## src/include/tpm_mgmt_config.svh

```systemverilog
`ifndef TPM_MGMT_CONFIG_SVH
`define TPM_MGMT_CONFIG_SVH

//////////////////////////////
// Widths of the TPM management datapath
//////////////////////////////

// Command codes, response codes and hierarchy handles are all one TPM word
`define TPM_WORD_WIDTH 32

// Low slice of the command parameters seen by this block
// Bits 32..1 carry a handle and bit 0 carries the yes/no flag
`define TPM_PARAM_WIDTH 33

// Self-test bookkeeping counters from the self-test engine
`define TPM_COUNT_WIDTH 16

// Locality of the command as reported by the I/O interface
`define TPM_LOCALITY_WIDTH 8

// Only this locality may issue hierarchy control
`define TPM_PLATFORM_LOCALITY 1

`endif

```

## src/source/tpm_mgmt_pkg.sv

```systemverilog
`include "tpm_mgmt_config.svh"

package tpm_mgmt_pkg;

	//////////////////////////////
	// Types
	//////////////////////////////

	// Operational states of the TPM, code 7 is never used
	typedef enum logic [2:0] {
		op_power_off      = 3'd0,
		op_initialization = 3'd1,
		op_startup        = 3'd2,
		op_operational    = 3'd3,
		op_self_test      = 3'd4,
		op_failure_mode   = 3'd5,
		op_shutdown       = 3'd6
	} op_state_t;

	// Startup type handed to the execution engine
	// Invalid marks a resume request after a disorderly shutdown
	typedef enum logic [2:0] {
		startup_done    = 3'd0,
		startup_reset   = 3'd1,
		startup_restart = 3'd2,
		startup_resume  = 3'd3,
		startup_invalid = 3'd4
	} startup_type_t;

	typedef logic [`TPM_WORD_WIDTH-1:0] tpm_cc_t;
	typedef logic [`TPM_WORD_WIDTH-1:0] tpm_rc_t;
	typedef logic [`TPM_WORD_WIDTH-1:0] tpm_rh_t;
	typedef logic [15:0] tpm_su_t;

	//////////////////////////////
	// TPM constants
	//////////////////////////////

	// Command codes this block reacts to
	localparam tpm_cc_t tpm_cc_hierarchy_control    = 32'h0000_0121;
	localparam tpm_cc_t tpm_cc_incremental_self_test = 32'h0000_0142;
	localparam tpm_cc_t tpm_cc_self_test            = 32'h0000_0143;
	localparam tpm_cc_t tpm_cc_startup              = 32'h0000_0144;
	localparam tpm_cc_t tpm_cc_shutdown             = 32'h0000_0145;
	localparam tpm_cc_t tpm_cc_get_capability       = 32'h0000_017A;
	localparam tpm_cc_t tpm_cc_get_test_result      = 32'h0000_017C;

	// Response codes produced here rather than by the execution engine
	localparam tpm_rc_t tpm_rc_success   = 32'h0000_0000;
	localparam tpm_rc_t tpm_rc_value     = 32'h0000_0084;
	localparam tpm_rc_t tpm_rc_initialize = 32'h0000_0100;
	localparam tpm_rc_t tpm_rc_failure   = 32'h0000_0101;
	localparam tpm_rc_t tpm_rc_auth_type = 32'h0000_0124;

	// Hierarchy handles, used both as authorization and as enable target
	localparam tpm_rh_t tpm_rh_owner       = 32'h4000_0001;
	localparam tpm_rh_t tpm_rh_endorsement = 32'h4000_000B;
	localparam tpm_rh_t tpm_rh_platform    = 32'h4000_000C;
	localparam tpm_rh_t tpm_rh_platform_nv = 32'h4000_000D;

	// Startup and shutdown parameters
	localparam tpm_su_t tpm_su_clear = 16'h0000;
	localparam tpm_su_t tpm_su_state = 16'h0001;

	// Locality allowed to change the hierarchy enables
	localparam logic [`TPM_LOCALITY_WIDTH-1:0] platform_locality = `TPM_PLATFORM_LOCALITY;

endpackage
```

## src/source/hierarchy_control.sv

```systemverilog
`timescale 1ns/1ps
`include "tpm_mgmt_config.svh"

module hierarchy_control (
	input  logic                           clock,
	input  logic                           reset_n,
	input  logic                           key_start_n,
	input  tpm_mgmt_pkg::op_state_t        op_state,
	input  tpm_mgmt_pkg::startup_type_t    startup_decoded,
	input  tpm_mgmt_pkg::tpm_cc_t          tpm_cc,
	input  logic [`TPM_LOCALITY_WIDTH-1:0] locality,
	input  tpm_mgmt_pkg::tpm_rh_t          auth_hierarchy,
	input  logic [`TPM_PARAM_WIDTH-1:0]    cmd_param,
	input  logic                           nv_ph_enable_nv,
	input  logic                           nv_sh_enable,
	input  logic                           nv_eh_enable,
	output logic                           ph_enable,
	output logic                           ph_enable_nv,
	output logic                           sh_enable,
	output logic                           eh_enable,
	output logic                           hc_request,
	output tpm_mgmt_pkg::tpm_rc_t          hc_rc
);

	import tpm_mgmt_pkg::*;

	tpm_rh_t enable_handle;
	logic    yes_no;
	logic    platform_auth;
	logic    owner_auth;
	logic    endorsement_auth;
	logic    platform_ok;
	logic    owner_clear;
	logic    endorsement_clear;
	logic    ph_next;
	logic    ph_nv_next;
	logic    sh_next;
	logic    eh_next;

	//////////////////////////////
	// Request decode
	//////////////////////////////

	// The enable handle sits above the yes/no flag in the parameter slice
	assign enable_handle = cmd_param[`TPM_PARAM_WIDTH-1:1];
	assign yes_no        = cmd_param[0];

	assign platform_auth    = (auth_hierarchy == tpm_rh_platform);
	assign owner_auth       = (auth_hierarchy == tpm_rh_owner);
	assign endorsement_auth = (auth_hierarchy == tpm_rh_endorsement);

	// Platform may switch the other three either way but may only turn itself off
	assign platform_ok = platform_auth &&
		(enable_handle == tpm_rh_endorsement || enable_handle == tpm_rh_owner ||
		 enable_handle == tpm_rh_platform_nv ||
		 (enable_handle == tpm_rh_platform && !yes_no));

	// Owner and endorsement may only clear their own enable
	assign owner_clear       = owner_auth && enable_handle == tpm_rh_owner && !yes_no;
	assign endorsement_clear = endorsement_auth && enable_handle == tpm_rh_endorsement && !yes_no;

	// Only requests from a known hierarchy are judged here
	// Everything else is left to the execution engine's code
	assign hc_request = (op_state == op_operational) && (tpm_cc == tpm_cc_hierarchy_control) &&
		(locality == platform_locality) && (platform_auth || owner_auth || endorsement_auth);

	// Result code of a request, only looked at while hc_request is set
	always_comb begin
		if (platform_auth) begin
			hc_rc = platform_ok ? tpm_rc_success : tpm_rc_value;
		end else if (owner_clear || endorsement_clear) begin
			hc_rc = tpm_rc_success;
		end else begin
			hc_rc = tpm_rc_auth_type;
		end
	end

	//////////////////////////////
	// Enable update
	//////////////////////////////

	always_comb begin
		ph_next    = ph_enable;
		ph_nv_next = ph_enable_nv;
		sh_next    = sh_enable;
		eh_next    = eh_enable;
		if (op_state == op_startup && startup_decoded != startup_invalid) begin
			// A valid startup always turns the platform hierarchy on
			ph_next = 1'b1;
			if (startup_decoded == startup_resume) begin
				// Resume restores what was saved in NV memory
				ph_nv_next = nv_ph_enable_nv;
				sh_next    = nv_sh_enable;
				eh_next    = nv_eh_enable;
			end else begin
				ph_nv_next = 1'b1;
				sh_next    = 1'b1;
				eh_next    = 1'b1;
			end
		end else if (hc_request) begin
			if (platform_auth) begin
				if (enable_handle == tpm_rh_endorsement) begin
					eh_next = yes_no;
				end else if (enable_handle == tpm_rh_owner) begin
					sh_next = yes_no;
				end else if (enable_handle == tpm_rh_platform_nv) begin
					ph_nv_next = yes_no;
				end else if (enable_handle == tpm_rh_platform && !yes_no) begin
					ph_next = 1'b0;
				end
			end else if (owner_clear) begin
				sh_next = 1'b0;
			end else if (endorsement_clear) begin
				eh_next = 1'b0;
			end
		end
	end

	always_ff @(posedge clock or negedge reset_n) begin
		if (!reset_n) begin
			ph_enable    <= 1'b0;
			ph_enable_nv <= 1'b0;
			sh_enable    <= 1'b0;
			eh_enable    <= 1'b0;
		end else if (!key_start_n) begin
			ph_enable    <= ph_next;
			ph_enable_nv <= ph_nv_next;
			sh_enable    <= sh_next;
			eh_enable    <= eh_next;
		end
	end

endmodule

```

## src/source/op_state_fsm.sv

```systemverilog
`timescale 1ns/1ps
`include "tpm_mgmt_config.svh"

module op_state_fsm (
	input  logic                        clock,
	input  logic                        reset_n,
	input  logic                        key_start_n,
	input  tpm_mgmt_pkg::tpm_cc_t       tpm_cc,
	input  logic                        initialized,
	input  tpm_mgmt_pkg::startup_type_t startup_decoded,
	input  logic [`TPM_COUNT_WIDTH-1:0] tests_run,
	input  logic [`TPM_COUNT_WIDTH-1:0] tests_passed,
	input  logic [`TPM_COUNT_WIDTH-1:0] untested,
	output tpm_mgmt_pkg::op_state_t     op_state
);

	import tpm_mgmt_pkg::*;

	op_state_t state_next;

	//////////////////////////////
	// Transition rules
	//////////////////////////////

	// Every state holds unless one of its rules fires
	always_comb begin
		state_next = op_state;
		case (op_state)
			// Power-off always moves straight on to initialization
			op_power_off: begin
				state_next = op_initialization;
			end
			// Only a Startup command leaves initialization
			op_initialization: begin
				if (tpm_cc == tpm_cc_startup) begin
					state_next = op_startup;
				end
			end
			// The engine reporting initialized wins over a bad startup type
			op_startup: begin
				if (initialized) begin
					state_next = op_operational;
				end else if (startup_decoded == startup_invalid) begin
					state_next = op_initialization;
				end
			end
			op_operational: begin
				if (tpm_cc == tpm_cc_self_test || tpm_cc == tpm_cc_incremental_self_test) begin
					state_next = op_self_test;
				end else if (tpm_cc == tpm_cc_shutdown) begin
					state_next = op_shutdown;
				end
			end
			// Any failed test sends the TPM into failure mode
			// With no failures it returns once nothing is left untested
			op_self_test: begin
				if (tests_passed != tests_run) begin
					state_next = op_failure_mode;
				end else if (untested == '0) begin
					state_next = op_operational;
				end
			end
			// Shutdown lasts exactly one step
			op_shutdown: begin
				state_next = op_operational;
			end
			// Failure mode is absorbing and only reset leaves it
			op_failure_mode: begin
				state_next = op_failure_mode;
			end
			default: begin
				state_next = op_power_off;
			end
		endcase
	end

	// State register advances only on a step
	always_ff @(posedge clock or negedge reset_n) begin
		if (!reset_n) begin
			op_state <= op_power_off;
		end else if (!key_start_n) begin
			op_state <= state_next;
		end
	end

endmodule

```

## src/source/response_code_unit.sv

```systemverilog
`timescale 1ns/1ps
`include "tpm_mgmt_config.svh"

module response_code_unit (
	input  logic                        clock,
	input  logic                        reset_n,
	input  logic                        key_start_n,
	input  tpm_mgmt_pkg::op_state_t     op_state,
	input  tpm_mgmt_pkg::tpm_cc_t       tpm_cc,
	input  tpm_mgmt_pkg::startup_type_t startup_decoded,
	input  logic                        initialized,
	input  tpm_mgmt_pkg::tpm_rc_t       execution_rc,
	input  logic [`TPM_COUNT_WIDTH-1:0] tests_run,
	input  logic [`TPM_COUNT_WIDTH-1:0] tests_passed,
	input  logic                        hc_request,
	input  tpm_mgmt_pkg::tpm_rc_t       hc_rc,
	output tpm_mgmt_pkg::tpm_rc_t       tpm_rc
);

	import tpm_mgmt_pkg::*;

	tpm_rc_t rc_next;

	// Code chosen by the state the step is taken in
	// Power-off and shutdown keep whatever was reported last
	always_comb begin
		rc_next = tpm_rc;
		case (op_state)
			op_initialization: begin
				if (tpm_cc != tpm_cc_startup) begin
					rc_next = tpm_rc_initialize;
				end
			end
			op_startup: begin
				if (initialized) begin
					rc_next = tpm_rc_success;
				end else if (startup_decoded == startup_invalid) begin
					rc_next = tpm_rc_value;
				end
			end
			// Hierarchy control answers for itself, other commands come from the engine
			op_operational: begin
				rc_next = hc_request ? hc_rc : execution_rc;
			end
			op_self_test: begin
				rc_next = (tests_passed != tests_run) ? tpm_rc_failure : execution_rc;
			end
			// Only the diagnostic commands still get through in failure mode
			op_failure_mode: begin
				if (tpm_cc == tpm_cc_get_test_result || tpm_cc == tpm_cc_get_capability) begin
					rc_next = execution_rc;
				end else begin
					rc_next = tpm_rc_failure;
				end
			end
			default: begin
				rc_next = tpm_rc;
			end
		endcase
	end

	always_ff @(posedge clock or negedge reset_n) begin
		if (!reset_n) begin
			tpm_rc <= tpm_rc_success;
		end else if (!key_start_n) begin
			tpm_rc <= rc_next;
		end
	end

endmodule

```

## src/source/startup_decoder.sv

```systemverilog
`timescale 1ns/1ps

module startup_decoder (
	input  logic                        clock,
	input  logic                        reset_n,
	input  logic                        key_start_n,
	input  tpm_mgmt_pkg::op_state_t     op_state,
	input  tpm_mgmt_pkg::tpm_su_t       startup_param,
	input  tpm_mgmt_pkg::tpm_su_t       orderly_input,
	output tpm_mgmt_pkg::startup_type_t startup_decoded,
	output tpm_mgmt_pkg::startup_type_t startup_type
);

	import tpm_mgmt_pkg::*;

	// Startup type from the orderly state of the last shutdown and the
	// parameter of the present Startup command
	// A state resume after a disorderly shutdown cannot be honoured
	always_comb begin
		if (orderly_input == tpm_su_state) begin
			startup_decoded = (startup_param == tpm_su_state) ? startup_resume : startup_restart;
		end else begin
			startup_decoded = (startup_param == tpm_su_state) ? startup_invalid : startup_reset;
		end
	end

	// Keeps the type of the last step taken in the startup state
	always_ff @(posedge clock or negedge reset_n) begin
		if (!reset_n) begin
			startup_type <= startup_done;
		end else if (!key_start_n && op_state == op_startup) begin
			startup_type <= startup_decoded;
		end
	end

endmodule

```

## src/source/tpm_management.sv

```systemverilog
`timescale 1ns/1ps
`include "tpm_mgmt_config.svh"

module tpm_management (
	input  logic                           clock,
	input  logic                           reset_n,
	input  logic                           key_start_n,
	input  tpm_mgmt_pkg::tpm_cc_t          tpm_cc,
	input  logic [`TPM_PARAM_WIDTH-1:0]    cmd_param,
	input  tpm_mgmt_pkg::tpm_su_t          orderly_input,
	input  logic                           initialized,
	input  tpm_mgmt_pkg::tpm_rh_t          auth_hierarchy,
	input  tpm_mgmt_pkg::tpm_rc_t          execution_rc,
	input  logic [`TPM_LOCALITY_WIDTH-1:0] locality,
	input  logic [`TPM_COUNT_WIDTH-1:0]    tests_run,
	input  logic [`TPM_COUNT_WIDTH-1:0]    tests_passed,
	input  logic [`TPM_COUNT_WIDTH-1:0]    untested,
	input  logic                           nv_ph_enable_nv,
	input  logic                           nv_sh_enable,
	input  logic                           nv_eh_enable,
	output tpm_mgmt_pkg::op_state_t        op_state,
	output tpm_mgmt_pkg::startup_type_t    startup_type,
	output tpm_mgmt_pkg::tpm_rc_t          tpm_rc,
	output logic                           ph_enable,
	output logic                           ph_enable_nv,
	output logic                           sh_enable,
	output logic                           eh_enable
);

	import tpm_mgmt_pkg::*;

	// Decoded startup type, live every cycle
	startup_type_t startup_decoded;
	// Hierarchy-control decision passed to the response code
	logic          hc_request;
	tpm_rc_t       hc_rc;

	op_state_fsm op_state_fsm_i (
		.clock           (clock),
		.reset_n         (reset_n),
		.key_start_n     (key_start_n),
		.tpm_cc          (tpm_cc),
		.initialized     (initialized),
		.startup_decoded (startup_decoded),
		.tests_run       (tests_run),
		.tests_passed    (tests_passed),
		.untested        (untested),
		.op_state        (op_state)
	);

	// The startup parameter is the low half-word of the command parameters
	startup_decoder startup_decoder_i (
		.clock           (clock),
		.reset_n         (reset_n),
		.key_start_n     (key_start_n),
		.op_state        (op_state),
		.startup_param   (cmd_param[15:0]),
		.orderly_input   (orderly_input),
		.startup_decoded (startup_decoded),
		.startup_type    (startup_type)
	);

	hierarchy_control hierarchy_control_i (
		.clock           (clock),
		.reset_n         (reset_n),
		.key_start_n     (key_start_n),
		.op_state        (op_state),
		.startup_decoded (startup_decoded),
		.tpm_cc          (tpm_cc),
		.locality        (locality),
		.auth_hierarchy  (auth_hierarchy),
		.cmd_param       (cmd_param),
		.nv_ph_enable_nv (nv_ph_enable_nv),
		.nv_sh_enable    (nv_sh_enable),
		.nv_eh_enable    (nv_eh_enable),
		.ph_enable       (ph_enable),
		.ph_enable_nv    (ph_enable_nv),
		.sh_enable       (sh_enable),
		.eh_enable       (eh_enable),
		.hc_request      (hc_request),
		.hc_rc           (hc_rc)
	);

	response_code_unit response_code_unit_i (
		.clock           (clock),
		.reset_n         (reset_n),
		.key_start_n     (key_start_n),
		.op_state        (op_state),
		.tpm_cc          (tpm_cc),
		.startup_decoded (startup_decoded),
		.initialized     (initialized),
		.execution_rc    (execution_rc),
		.tests_run       (tests_run),
		.tests_passed    (tests_passed),
		.hc_request      (hc_request),
		.hc_rc           (hc_rc),
		.tpm_rc          (tpm_rc)
	);

endmodule

```

## config.mk

```make
export PLATFORM = sky130hd
export DESIGN_NAME = tpm_management
export DESIGN_NICKNAME = d
export VERILOG_FILES = /design/src/source/tpm_mgmt_pkg.sv /design/src/source/hierarchy_control.sv /design/src/source/op_state_fsm.sv /design/src/source/response_code_unit.sv /design/src/source/startup_decoder.sv /design/src/source/tpm_management.sv
export VERILOG_INCLUDE_DIRS = /design/src /design/src/include
export SDC_FILE = /design/constraint.sdc
export NUM_CORES = 1
export LEC_CHECK = 0
export ABC_AREA = 1
export BUFFER_PORTS_ARGS = -buffer_cell sky130_fd_sc_hd__buf_2
export CAP_MARGIN = 40
export CORE_ASPECT_RATIO = 0.8
export CORE_MARGIN = 3
export CORE_UTILIZATION = 42
export CTS_CLUSTER_SIZE = 10
export DETAILED_ROUTE_END_ITERATION = 16
export PLACE_DENSITY = 0.81
export SKIP_CTS_REPAIR_TIMING = 1
export SYNTH_ARGS = -nofsm -noshare
export SYNTH_HDL_FRONTEND = slang
export SYNTH_SLANG_ARGS = --single-unit
```

## constraint.sdc

```tcl
create_clock -name clock -period 2.4 [get_ports clock]
set_input_delay 0.24 -clock clock [delete_from_list [all_inputs] [get_ports clock]]
set_output_delay 0.24 -clock clock [all_outputs]
set_load 0.005 [all_outputs]
```

==> flow_summary_export.csv, run 1 <==
group,metric,value,unit
final_layout,finalNetCount,1080,
synthesis,synth_common_cells,"197 x nand2_1, 118 x nor2_1, 95 x inv_1, 62 x nand3_1, 42 x dfrtp_1",
flow_run,max_cap_viol_count,0,
synthesis,yosys_warnings,0,
sta,setup_viol,0,
die,num_io_pins,250,
synthesis,synth_nets,822,
synthesis,synth_top_area_cell,"dfrtp_1",
grt,grt_util_met1,29.1,%
synthesis,yosysMostFrequentCell,"nand2_1",
placed_design,dp.final_hpwl,9.78,mm
synthesis,synth_compound_area_share,4.84,%
clock_tree,clockBufferDepth,2,
sta,setup_ws,303,ps
grt,grt_max_degree,35,
clock_tree,root_buffer,"clkbuf_8",
pwr,ir_worst_vdd,0.476,mV
synthesis,postSynthAreaPerCell,5.87,um^2
sta,relSlewSlack,75.4,%
route,postRouteAntennaNets,0,
sta,maxSlewViolCount,0,
synthesis,synth_top_family_by_area,"simple AND/OR/NAND/NOR gates",
die,die-height,88.7,um
final_layout,final_area,5110,um^2
clock_tree,h-tree-depth,2,
grt,grt_pass1_wl,17.5,mm
clock_tree,clk_latency,300,ps
synthesis,synth.distinct_cells,31,
placed_design,placed_cell_area,5010,um^2
synthesis,synthTopCellsByArea,"dfrtp_1 29%, nand2_1 21%, nor2_1 12%",
synthesis,synthFlopType,"dfrtp_1",
synthesis,synth_xor_area_share,3.66,%
setup_path,max_stage_delay,510,ps
sta,worst_pin_slew,368,ps
grt,use_met3,3.72,%
clock_tree,cts.clk_slew.worst_paths,90,ps
setup_path,cp.required,2580,ps
setup_path,crit_type,"in -> reg",
route,totalWireLength,11.3,mm
die,die_area,9700,um^2
grt,use_met2,39.2,%
setup_path,arrival,2280,ps
sta,period_share,87.4,%
synthesis,ys_ff_latch,42,
setup_path,crit_path_end_kind,"flop",
route,wl_per_cell,11.6,um
setup_path,slowest_stage,"or4_1",
die,fp-row-count,29,
clock_tree,cts_sinks,42,
final_layout,areaGrowthSynthToFinish,42.4,%
route,dr_total_vias,4546,
final_layout,diodes,0,
sta,post-route-min-period,2100,ps
synthesis,synth.area.mux_share,0,%
setup_path,cp_max_fo,30,
clock_tree,cts_buffers,5,
route,drt-vias-per-instance,4.64,
route,drc,0,
route,drt-pass1-iter-count,5,
sta,hold_viol_final,0,
synthesis,async_flop_share,100,%
final_layout,nFillCells,800,
grt,antenna_found_initial,0,
route,drtIter0Drc,232,
synthesis,synth_seq_area_share,29.3,%
pwr,p_per_area,549,nW/um^2
clock_tree,cts_tree,"built",
synthesis,synthSimpleGateAreaFrac,49.4,%
grt,grt_busiest_layer,"met2",
final_layout,drive_gt1_share,31.6,%
synthesis,synth_adder_area_share,0.697,%
sta,max_freq,477,MHz
synthesis,synth-edff-count,0,
die,design.core.area,8130,um^2
placed_design,pre_cts_ws,2.44,ps
placed_design,io_buffers,249,
synthesis,synthDominantCellAreaShare,29.3,%
grt,grt.overflow.total,0,
min_path,hold_path_class,"in -> reg",
setup_path,worst_path_most_repeated_cell,"nand2_1",
die,start_util,44.2,%
setup_path,crit_path_cell_trace,"buf_2, or4_1, nor4_1, nand2_1, ha_1, nor2_1, a21oi_1, nand4_1, inv_1, buf_12, nand3_1, nand2_1",
synthesis,synthesis.area,3590,um^2
pwr,p_leak,3.13,nW
die,fp.dieW,109,um
sta,rsz0062_at_grt,"no",
grt,grt_pass1_vias,4071,
sta,clock_skew,11.9,ps
grt,grt_util_all_layers,22.1,%
placed_design,gp_congestion,0.830,
setup_path,startpoint_type,"primary input",
synthesis,synthCells,612,
sta,finalSetupTns,0,ps
run_status,status,"finished, final reports clean",
==> worst max-delay path, delay by kind of cell <==
family	cells	cell delay, ps
compound gates	1	140
fa+ha+maj	1	230
buf+inv	3	340
simple gates	7	1300
==> layout by cell type, fill, tap and decap left out <==
cell / netlist / routed
or4_1: 1 / 1
nand3_4: 1 / 1
a21boi_0: 2 / 2
clkbuf_8: 1 / 5
xor2_1: 5 / 5
nand3_2: 2 / 2
inv_1: 95 / 95
nor2_1: 118 / 118
o21ai_0: 15 / 15
dfrtp_1: 42 / 42
nand4_1: 15 / 15
nor2b_1: 1 / 1
nand2_2: 2 / 2
xnor2_1: 10 / 10
buf_2: 3 / 249
a21oi_4: 1 / 1
clkinvlp_4: 0 / 2
nor3_4: 1 / 1
and2_1: 1 / 1
dlygate4sd3_1: 0 / 1
nor4_1: 8 / 8
nand3_1: 62 / 62
and2_0: 1 / 1
inv_2: 1 / 1
buf_4: 3 / 7
ha_1: 2 / 2
inv_6: 0 / 1
nor3_1: 6 / 6
a21oi_1: 9 / 9
o21a_1: 2 / 2
nand3b_1: 2 / 2
nand2_1: 197 / 197
o211ai_1: 1 / 1
buf_12: 0 / 3
==> through the flow <==
step | util, % | instances | power (mW) | hold WS (ps)
3_3_place_gp | 61.4 | 969 | 2.33 | 412
6_report | 62.9 | 979 | 2.81 | 160
3_5_place_dp | 61.6 | 970 | 2.35 | 109
2_1_floorplan | - | 612 | 1.75 | -55.6
4_1_cts | 62.8 | 978 | 2.82 | -213
5_1_grt | 62.9 | 979 | 3.05 | 153
==> cell families (layout without fill, tap and decap cells) <==
group	Yosys count	count (layout)
AO/OA/AOI/OAI	30	30
flip-flops	42	42
buffers and inverters	105	364
AND/OR/NAND/NOR	418	418
XOR/XNOR	15	15
adder cells (fa/ha/maj)	2	2
==> layout make-up <==
cell class | count | area (um^2) | area share (%)
Clock inverter | 3 | 23.8 | 0.465
Clock buffer | 5 | 68.8 | 1.35
Sequential cell | 42 | 1050 | 20.6
Inverter | 96 | 360 | 7.05
Timing Repair Buffer | 260 | 1370 | 26.8
Multi-Input combinational cell | 465 | 2100 | 41.2
Tap cell | 108 | 135 | 2.64
==> sequential cells by signal, summed over array words and instances (netlist names) <==
name and flops:
hierarchy_control_i.sh_enable 1, response_code_unit_i.tpm_rc 32, op_state_fsm_i.op_state 3, hierarchy_control_i.ph_enable_nv 1, hierarchy_control_i.eh_enable 1, hierarchy_control_i.ph_enable 1, startup_decoder_i.startup_type 3
==> path summary, 6_finish.rpt <==
| check | from | end | slack [ps] | cells past startpoint |
|---|---|---|---|---|
| min | execution_rc[22] | response_code_unit_i.tpm_rc[22] | 160 | 3 |
| min in group asynchronous | reset_n | response_code_unit_i.tpm_rc[25] | 330 | 2 |
| max reg2reg | op_state_fsm_i.op_state[2] | response_code_unit_i.tpm_rc[30] | 460 | 8 |
| max in group asynchronous | reset_n | response_code_unit_i.tpm_rc[14] | 1640 | 3 |
| min reg2reg | response_code_unit_i.tpm_rc[17] | response_code_unit_i.tpm_rc[17] | 490 | 2 |
| max | orderly_input[5] | response_code_unit_i.tpm_rc[30] | 300 | 12 |
==> where the power goes <==
group / internal [mW] / total [mW] / leakage (nW) / switching (mW)
Sequential: 0.868 / 0.984 / 0.558 / 0.116
Clock: 0.208 / 0.467 / 0.0408 / 0.259
Combinational: 0.579 / 1.36 / 2.53 / 0.779
==> routing by layer <==
layer | routed length (um) | vias up | part of all wire, %
met1 | 4930 | 1957 | 44
met2 | 5400 | 163 | 48
met4 | 63 | 0 | 0.56
li1 | - | 2420 | -
met5 | 0 | - | 0
met3 | 923 | 6 | 8.2
(Power assumes the default switching activity.)
==> run 2, diff against run 1 <==
- CORE_MARGIN: 3 -> default
==> flow_summary_export.csv, run 2 (same netlist as run 1, synthesis figures left out) <==
group,metric,value,unit
setup_path,startpoint_type,"primary input",
final_layout,stdcell_count,979,
clock_tree,cts_sinks,42,
clock_tree,root_buffer,"clkbuf_8",
die,fp.dieW,105,um
run_status,status,"finished, final reports clean",
sta,post-route-min-period,2060,ps
setup_path,crit_path_cell_trace,"buf_2, or4_1, nor4_1, nand2_1, ha_1, nor2_1, a21oi_1, nand4_1, inv_1, buf_12, nand3_1, nand2_1",
final_layout,drive_gt1_share,31.5,%
pwr,ir_worst_vdd,0.401,mV
route,totalWireLength,11.1,mm
sta,hold_viol_final,0,
grt,grt_util_all_layers,24.8,%
sta,clock_skew,12.8,ps
grt,antenna_found_initial,1,
route,route.met3.wl,699,um
final_layout,layout_common_cells,"249 x buf_2, 197 x nand2_1, 118 x nor2_1, 95 x inv_1, 62 x nand3_1",
route,drt-pass1-iter-count,5,
route,drc,0,
route,drt-met1-wl,4.85,mm
final_layout,final_area,5130,um^2
clock_tree,cts.clk_slew.worst_paths,90,ps
setup_path,reg2reg_depth,8,
die,num_io_pins,250,
setup_path,timing.rr.start,"op_state_fsm_i.op_state[2]",
final_layout,regMostFlops,"response_code_unit_i.tpm_rc",
die,die_area,8920,um^2
route,met2_length,5.42,mm
final_layout,largest_reg_flops,32,
setup_path,cp.required,2580,ps
pwr,p_per_area,567,nW/um^2
placed_design,io_buffers,249,
sta,period_share,85.7,%
route,drt-vias-per-instance,4.63,
setup_path,rr_endpoint,"response_code_unit_i.tpm_rc[31]",
final_layout,nFillCells,790,
clock_tree,clk_latency,300,ps
final_layout,top_regs,"response_code_unit_i.tpm_rc x32, op_state_fsm_i.op_state x3, startup_decoder_i.startup_type x3",
pwr,p_leak,3.14,nW
clock_tree,cts_tree,"built",
setup_path,reg2reg_slack,460,ps
setup_path,arrival,2240,ps
setup_path,max_stage_delay,500,ps
die,start_util,44.4,%
placed_design,dp_cells,969,
die,die-height,84.7,um
sta,finalSetupTns,0,ps
final_layout,final_common_cell,"buf_2",
sta,worst_pin_slew,383,ps
clock_tree,cts_buffers,5,
sta,maxSlewViolCount,0,
setup_path,critPathLaunch,"orderly_input[5]",
sta,max_freq,486,MHz
grt,grt_max_degree,35,
setup_path,crit_path_end,"response_code_unit_i.tpm_rc[31]",
flow_run,max_cap_viol_count,0,
setup_path,worst_path_most_repeated_cell,"nand2_1",
setup_path,cp_max_fo,30,
final_layout,areaGrowthSynthToFinish,42.8,%
die,design.core.area,8090,um^2
die,fp-row-count,29,
route,drtIter0Drc,149,
setup_path,crit_type,"in -> reg",
clock_tree,h-tree-depth,2,
min_path,hold_path_class,"in -> reg",
final_layout,finalNetCount,1079,
route,postRouteAntennaNets,0,
route,top_layer_used,"met4",
setup_path,slowest_stage,"or4_1",
setup_path,crit_path_end_kind,"flop",
sta,rsz0062_at_grt,"no",
grt,grt.overflow.total,0,
route,dr_total_vias,4534,
placed_design,placed_cell_area,5000,um^2
placed_design,gp_congestion,0.884,
grt,grt_pass1_vias,4245,
grt,grt_pass1_wl,18.1,mm
sta,setup_viol,0,
sta,relSlewSlack,74.4,%
route,wl_per_cell,11.4,um
clock_tree,clockBufferDepth,2,
placed_design,dp.final_hpwl,9.37,mm
==> run 2: area by class of cell <==
type | count | area (um^2) | area share, %
flip-flops and latches | 42 | 1050 | 20.5
repair buffers | 259 | 1360 | 26.5
clock buffers | 5 | 68.8 | 1.34
multi-input cells | 465 | 2100 | 41.0
diodes | 1 | 2.50 | 0.0488
inverters | 96 | 360 | 7.03
well taps | 108 | 135 | 2.64
clock inverters | 3 | 43.8 | 0.854
==> run 2: worst min-delay path by stage <==
stage | startpoint | to | slack, ps | cells after the start
3_3_place_gp | reset_n | response_code_unit_i.tpm_rc[29] | 410 | 1
6_report | execution_rc[19] | response_code_unit_i.tpm_rc[19] | 160 | 3
5_1_grt | execution_rc[10] | response_code_unit_i.tpm_rc[10] | 150 | 3
3_5_place_dp | reset_n | response_code_unit_i.tpm_rc[29] | 110 | 1
2_1_floorplan | reset_n | hierarchy_control_i.eh_enable | -60 | 0
4_1_cts | reset_n | response_code_unit_i.tpm_rc[26] | -210 | 1
==> run 2: metrics by stage <==
stage	util, %	hold slack (ps)	power [mW]	worst slack [ps]
final	63.4	156	2.91	344
after global placement	61.6	413	2.33	44.1
after global routing	63.4	152	3.13	108
after CTS	63.2	-211	2.91	339
after floorplan	-	-55.6	1.75	236
after detailed placement	61.8	111	2.34	14.0
==> run 2: metal layers <==
metal / vias up / global-route usage, %
met3: 15 / 4.89
met2: 165 / 45.5
met5: - / 0
met4: 0 / 4.61
met1: 1941 / 30.4
li1: 2413 / -
==> run 2: worst max-delay path: cells and delay by family <==
kind | cells | cell delay (ps)
buffers and inverters | 3 | 340
AOI/OAI and AO/OA | 1 | 150
and+or+nand+nor | 7 | 1270
adders and majority gates | 1 | 220
==> run 2: report_power, final <==
| part | switching [mW] | total, mW | internal (mW) |
|---|---|---|---|
| sequential | 0.121 | 0.989 | 0.868 |
| clock | 0.256 | 0.568 | 0.312 |
| combinational | 0.772 | 1.35 | 0.577 |
| total | 1.15 | 2.91 | 1.76 |
==> run 3, diff against run 2 <==
- ABC_AREA: 1 -> 0
- CORE_AREA: default -> 2 2 97 99
- CORE_ASPECT_RATIO: 0.8 -> default
- CORE_UTILIZATION: 42 -> default
- DIE_AREA: default -> 0 0 99 101
- PLACE_DENSITY: 0.81 -> 0.7
==> flow_summary_export.csv, run 3 <==
group,metric,value,unit
final_layout,stdcell_count,699,
sta,rsz0062_at_grt,"no",
route,drt-vias-per-instance,5.38,
final_layout,utilization,50.9,%
sta,post-route-min-period,2230,ps
route,dr_total_vias,3759,
setup_path,startpoint_type,"primary input",
clock_tree,clockBufferDepth,2,
grt,antenna_found_initial,0,
sta,hold_viol_final,0,
synthesis,ys_ff_latch,42,
placed_design,placed_cell_area,4460,um^2
final_layout,finalNetCount,797,
synthesis,synthCells,312,
route,drt-pass1-iter-count,4,
route,totalWireLength,10.8,mm
synthesis,synth_common_cells,"42 x dfrtp_1, 34 x nor4_1, 27 x a22o_1, 21 x nor2_1, 17 x xnor2_1",
synthesis,synthDominantCellAreaShare,36.5,%
pwr,p_sw,0.413,mW
pwr,power.total,1.52,mW
sta,hold_slack,146,ps
route,wl_per_cell,15.4,um
setup_path,cp.required,2570,ps
final_layout,largest_reg_flops,32,
route,drtIter0Drc,201,
sta,setup_ws,172,ps
clock_tree,cts.clk_slew.worst_paths,90,ps
pwr,ir_worst_vdd,0.282,mV
synthesis,synthTopCellsByArea,"dfrtp_1 36%, a22o_1 8.2%, nor4_1 7.4%",
synthesis,postSynthAreaPerCell,9.23,um^2
clock_tree,cts_buffers,5,
synthesis,synth_nets,522,
sta,relSlewSlack,69.6,%
die,num_io_pins,250,
synthesis,synthFlopType,"dfrtp_1",
pwr,p_sw_share,27.2,%
clock_tree,root_buffer,"clkbuf_8",
grt,grt.overflow.total,0,
final_layout,final_area,4570,um^2
synthesis,yosys_warnings,0,
route,postRouteAntennaNets,0,
pwr,p_leak,2.29,nW
sta,clock_skew,11.4,ps
final_layout,nFillCells,865,
final_layout,top_regs,"response_code_unit_i.tpm_rc x32, op_state_fsm_i.op_state x3, startup_decoder_i.startup_type x3",
die,die-height,101,um
sta,worst_pin_slew,451,ps
final_layout,diodes,0,
flow_run,max_cap_viol_count,0,
synthesis,synthesis.area,2880,um^2
pwr,p_seq_share,47.1,%
clock_tree,clk_latency,300,ps
synthesis,synth-edff-count,0,
die,design.core.area,8980,um^2
sta,max_freq,449,MHz
synthesis,synth_top_area_cell,"dfrtp_1",
clock_tree,h-tree-depth,2,
synthesis,yosysMostFrequentCell,"dfrtp_1",
grt,grt_pass1_wl,16.8,mm
clock_tree,cts_sinks,42,
synthesis,synth_seq_area_share,36.5,%
sta,period_share,92.8,%
placed_design,io_buffers,249,
clock_tree,cts_tree,"built",
min_path,hold_path_class,"in -> reg",
setup_path,cp_max_fo,3,
pwr,p_int,1.11,mW
final_layout,regMostFlops,"response_code_unit_i.tpm_rc",
pwr,power_frac_clock,31.2,%
placed_design,dp_cells,690,
grt,grt_max_degree,40,
sta,setup_viol,0,
setup_path,crit_path_end_kind,"flop",
final_layout,layout_common_cells,"249 x buf_2, 42 x dfrtp_1, 34 x nor4_1, 29 x buf_4, 27 x a22o_1",
run_status,status,"finished, final reports clean",
pwr,p_per_area,333,nW/um^2
pwr,p_comb_share,21.7,%
grt,grt_util_all_layers,20.7,%
placed_design,dp.final_hpwl,9.28,mm
placed_design,gp_congestion,0.961,
final_layout,drive_gt1_share,51.5,%
die,fp.dieW,99,um
sta,maxSlewViolCount,0,
grt,grt_pass1_vias,3726,
placed_design,pre_cts_ws,-153,ps
setup_path,arrival,2400,ps
die,fp-row-count,35,
die,die_area,10000,um^2
synthesis,async_flop_share,100,%
setup_path,crit_type,"in -> reg",
synthesis,synth.distinct_cells,59,
die,start_util,32.1,%
route,drc,0,
final_layout,final_common_cell,"buf_2",
sta,finalSetupTns,0,ps
final_layout,areaGrowthSynthToFinish,58.6,%
[run 3: cell types whose count changed after synthesis, sizes merged, moves of 5 or more]
cell,delta
a22o,+27
buf,-6
clkbuf,+10
inv,-91
nand2,-187
nand2b,+6
nand3,-58
nor2,-97
nor3,+6
nor4,+27
nor4b,+7
or4,+5
xnor2,+7
[run 3: cell families (layout without fill, tap and decap cells)]
family | after synthesis | count (layout) | synth area share (%)
mux | 5 | 5 | 1.87
compound gates | 76 | 76 | 20.4
buf+inv | 18 | 294 | 2.87
simple gates | 150 | 150 | 31.7
fa+ha+maj | 2 | 2 | 0.869
xor+xnor | 19 | 19 | 5.78
flops | 42 | 42 | 36.5
[run 3: area by class of cell]
type                    instances  area, um^2  share of cell area (%)
clock buffers                   5        68.8                    1.51
well taps                     111         139                    3.04
flip-flops and latches         42        1050                    23.0
inverters                       5        18.8                   0.411
multi-input cells             252        1750                    38.4
repair buffers                281        1510                    33.2
clock inverters                 3        23.8                   0.521
[run 3: power groups by stage]
stage,clock network [mW],registers [mW],logic (mW)
CTS,0.485,0.716,0.333
global route,0.525,0.717,0.367
global placement,0,0.730,0.318
floorplan,0,0.730,0.0903
finish,0.474,0.716,0.331
detailed placement,0,0.730,0.332
[run 3: worst paths after layout]
| check | startpoint | to | slack [ps] | cells past startpoint |
|---|---|---|---|---|
| max | auth_hierarchy[19] | hierarchy_control_i.sh_enable | 170 | 7 |
| max in group asynchronous | reset_n | response_code_unit_i.tpm_rc[20] | 1710 | 3 |
| min reg2reg | startup_decoder_i.startup_type[1] | startup_decoder_i.startup_type[1] | 490 | 2 |
| min | execution_rc[25] | response_code_unit_i.tpm_rc[25] | 150 | 2 |
| min in group asynchronous | reset_n | response_code_unit_i.tpm_rc[6] | 280 | 2 |
| max reg2reg | op_state_fsm_i.op_state[0] | response_code_unit_i.tpm_rc[15] | 300 | 6 |
[run 3: critical path, stage by stage]
cell	delay (ps)
buf_2	90
or4_1	530
or3_4	410
or4_4	450
or2_1	290
nor4_1	270
o22ai_1	110
[run 3: per-layer routing]
layer	up-vias	routed length [um]	GRT usage, %
met5	-	0	0
met4	0	181	4.95
li1	1797	-	-
met3	19	867	4.30
met2	187	5740	40.7
met1	1756	4010	22.5
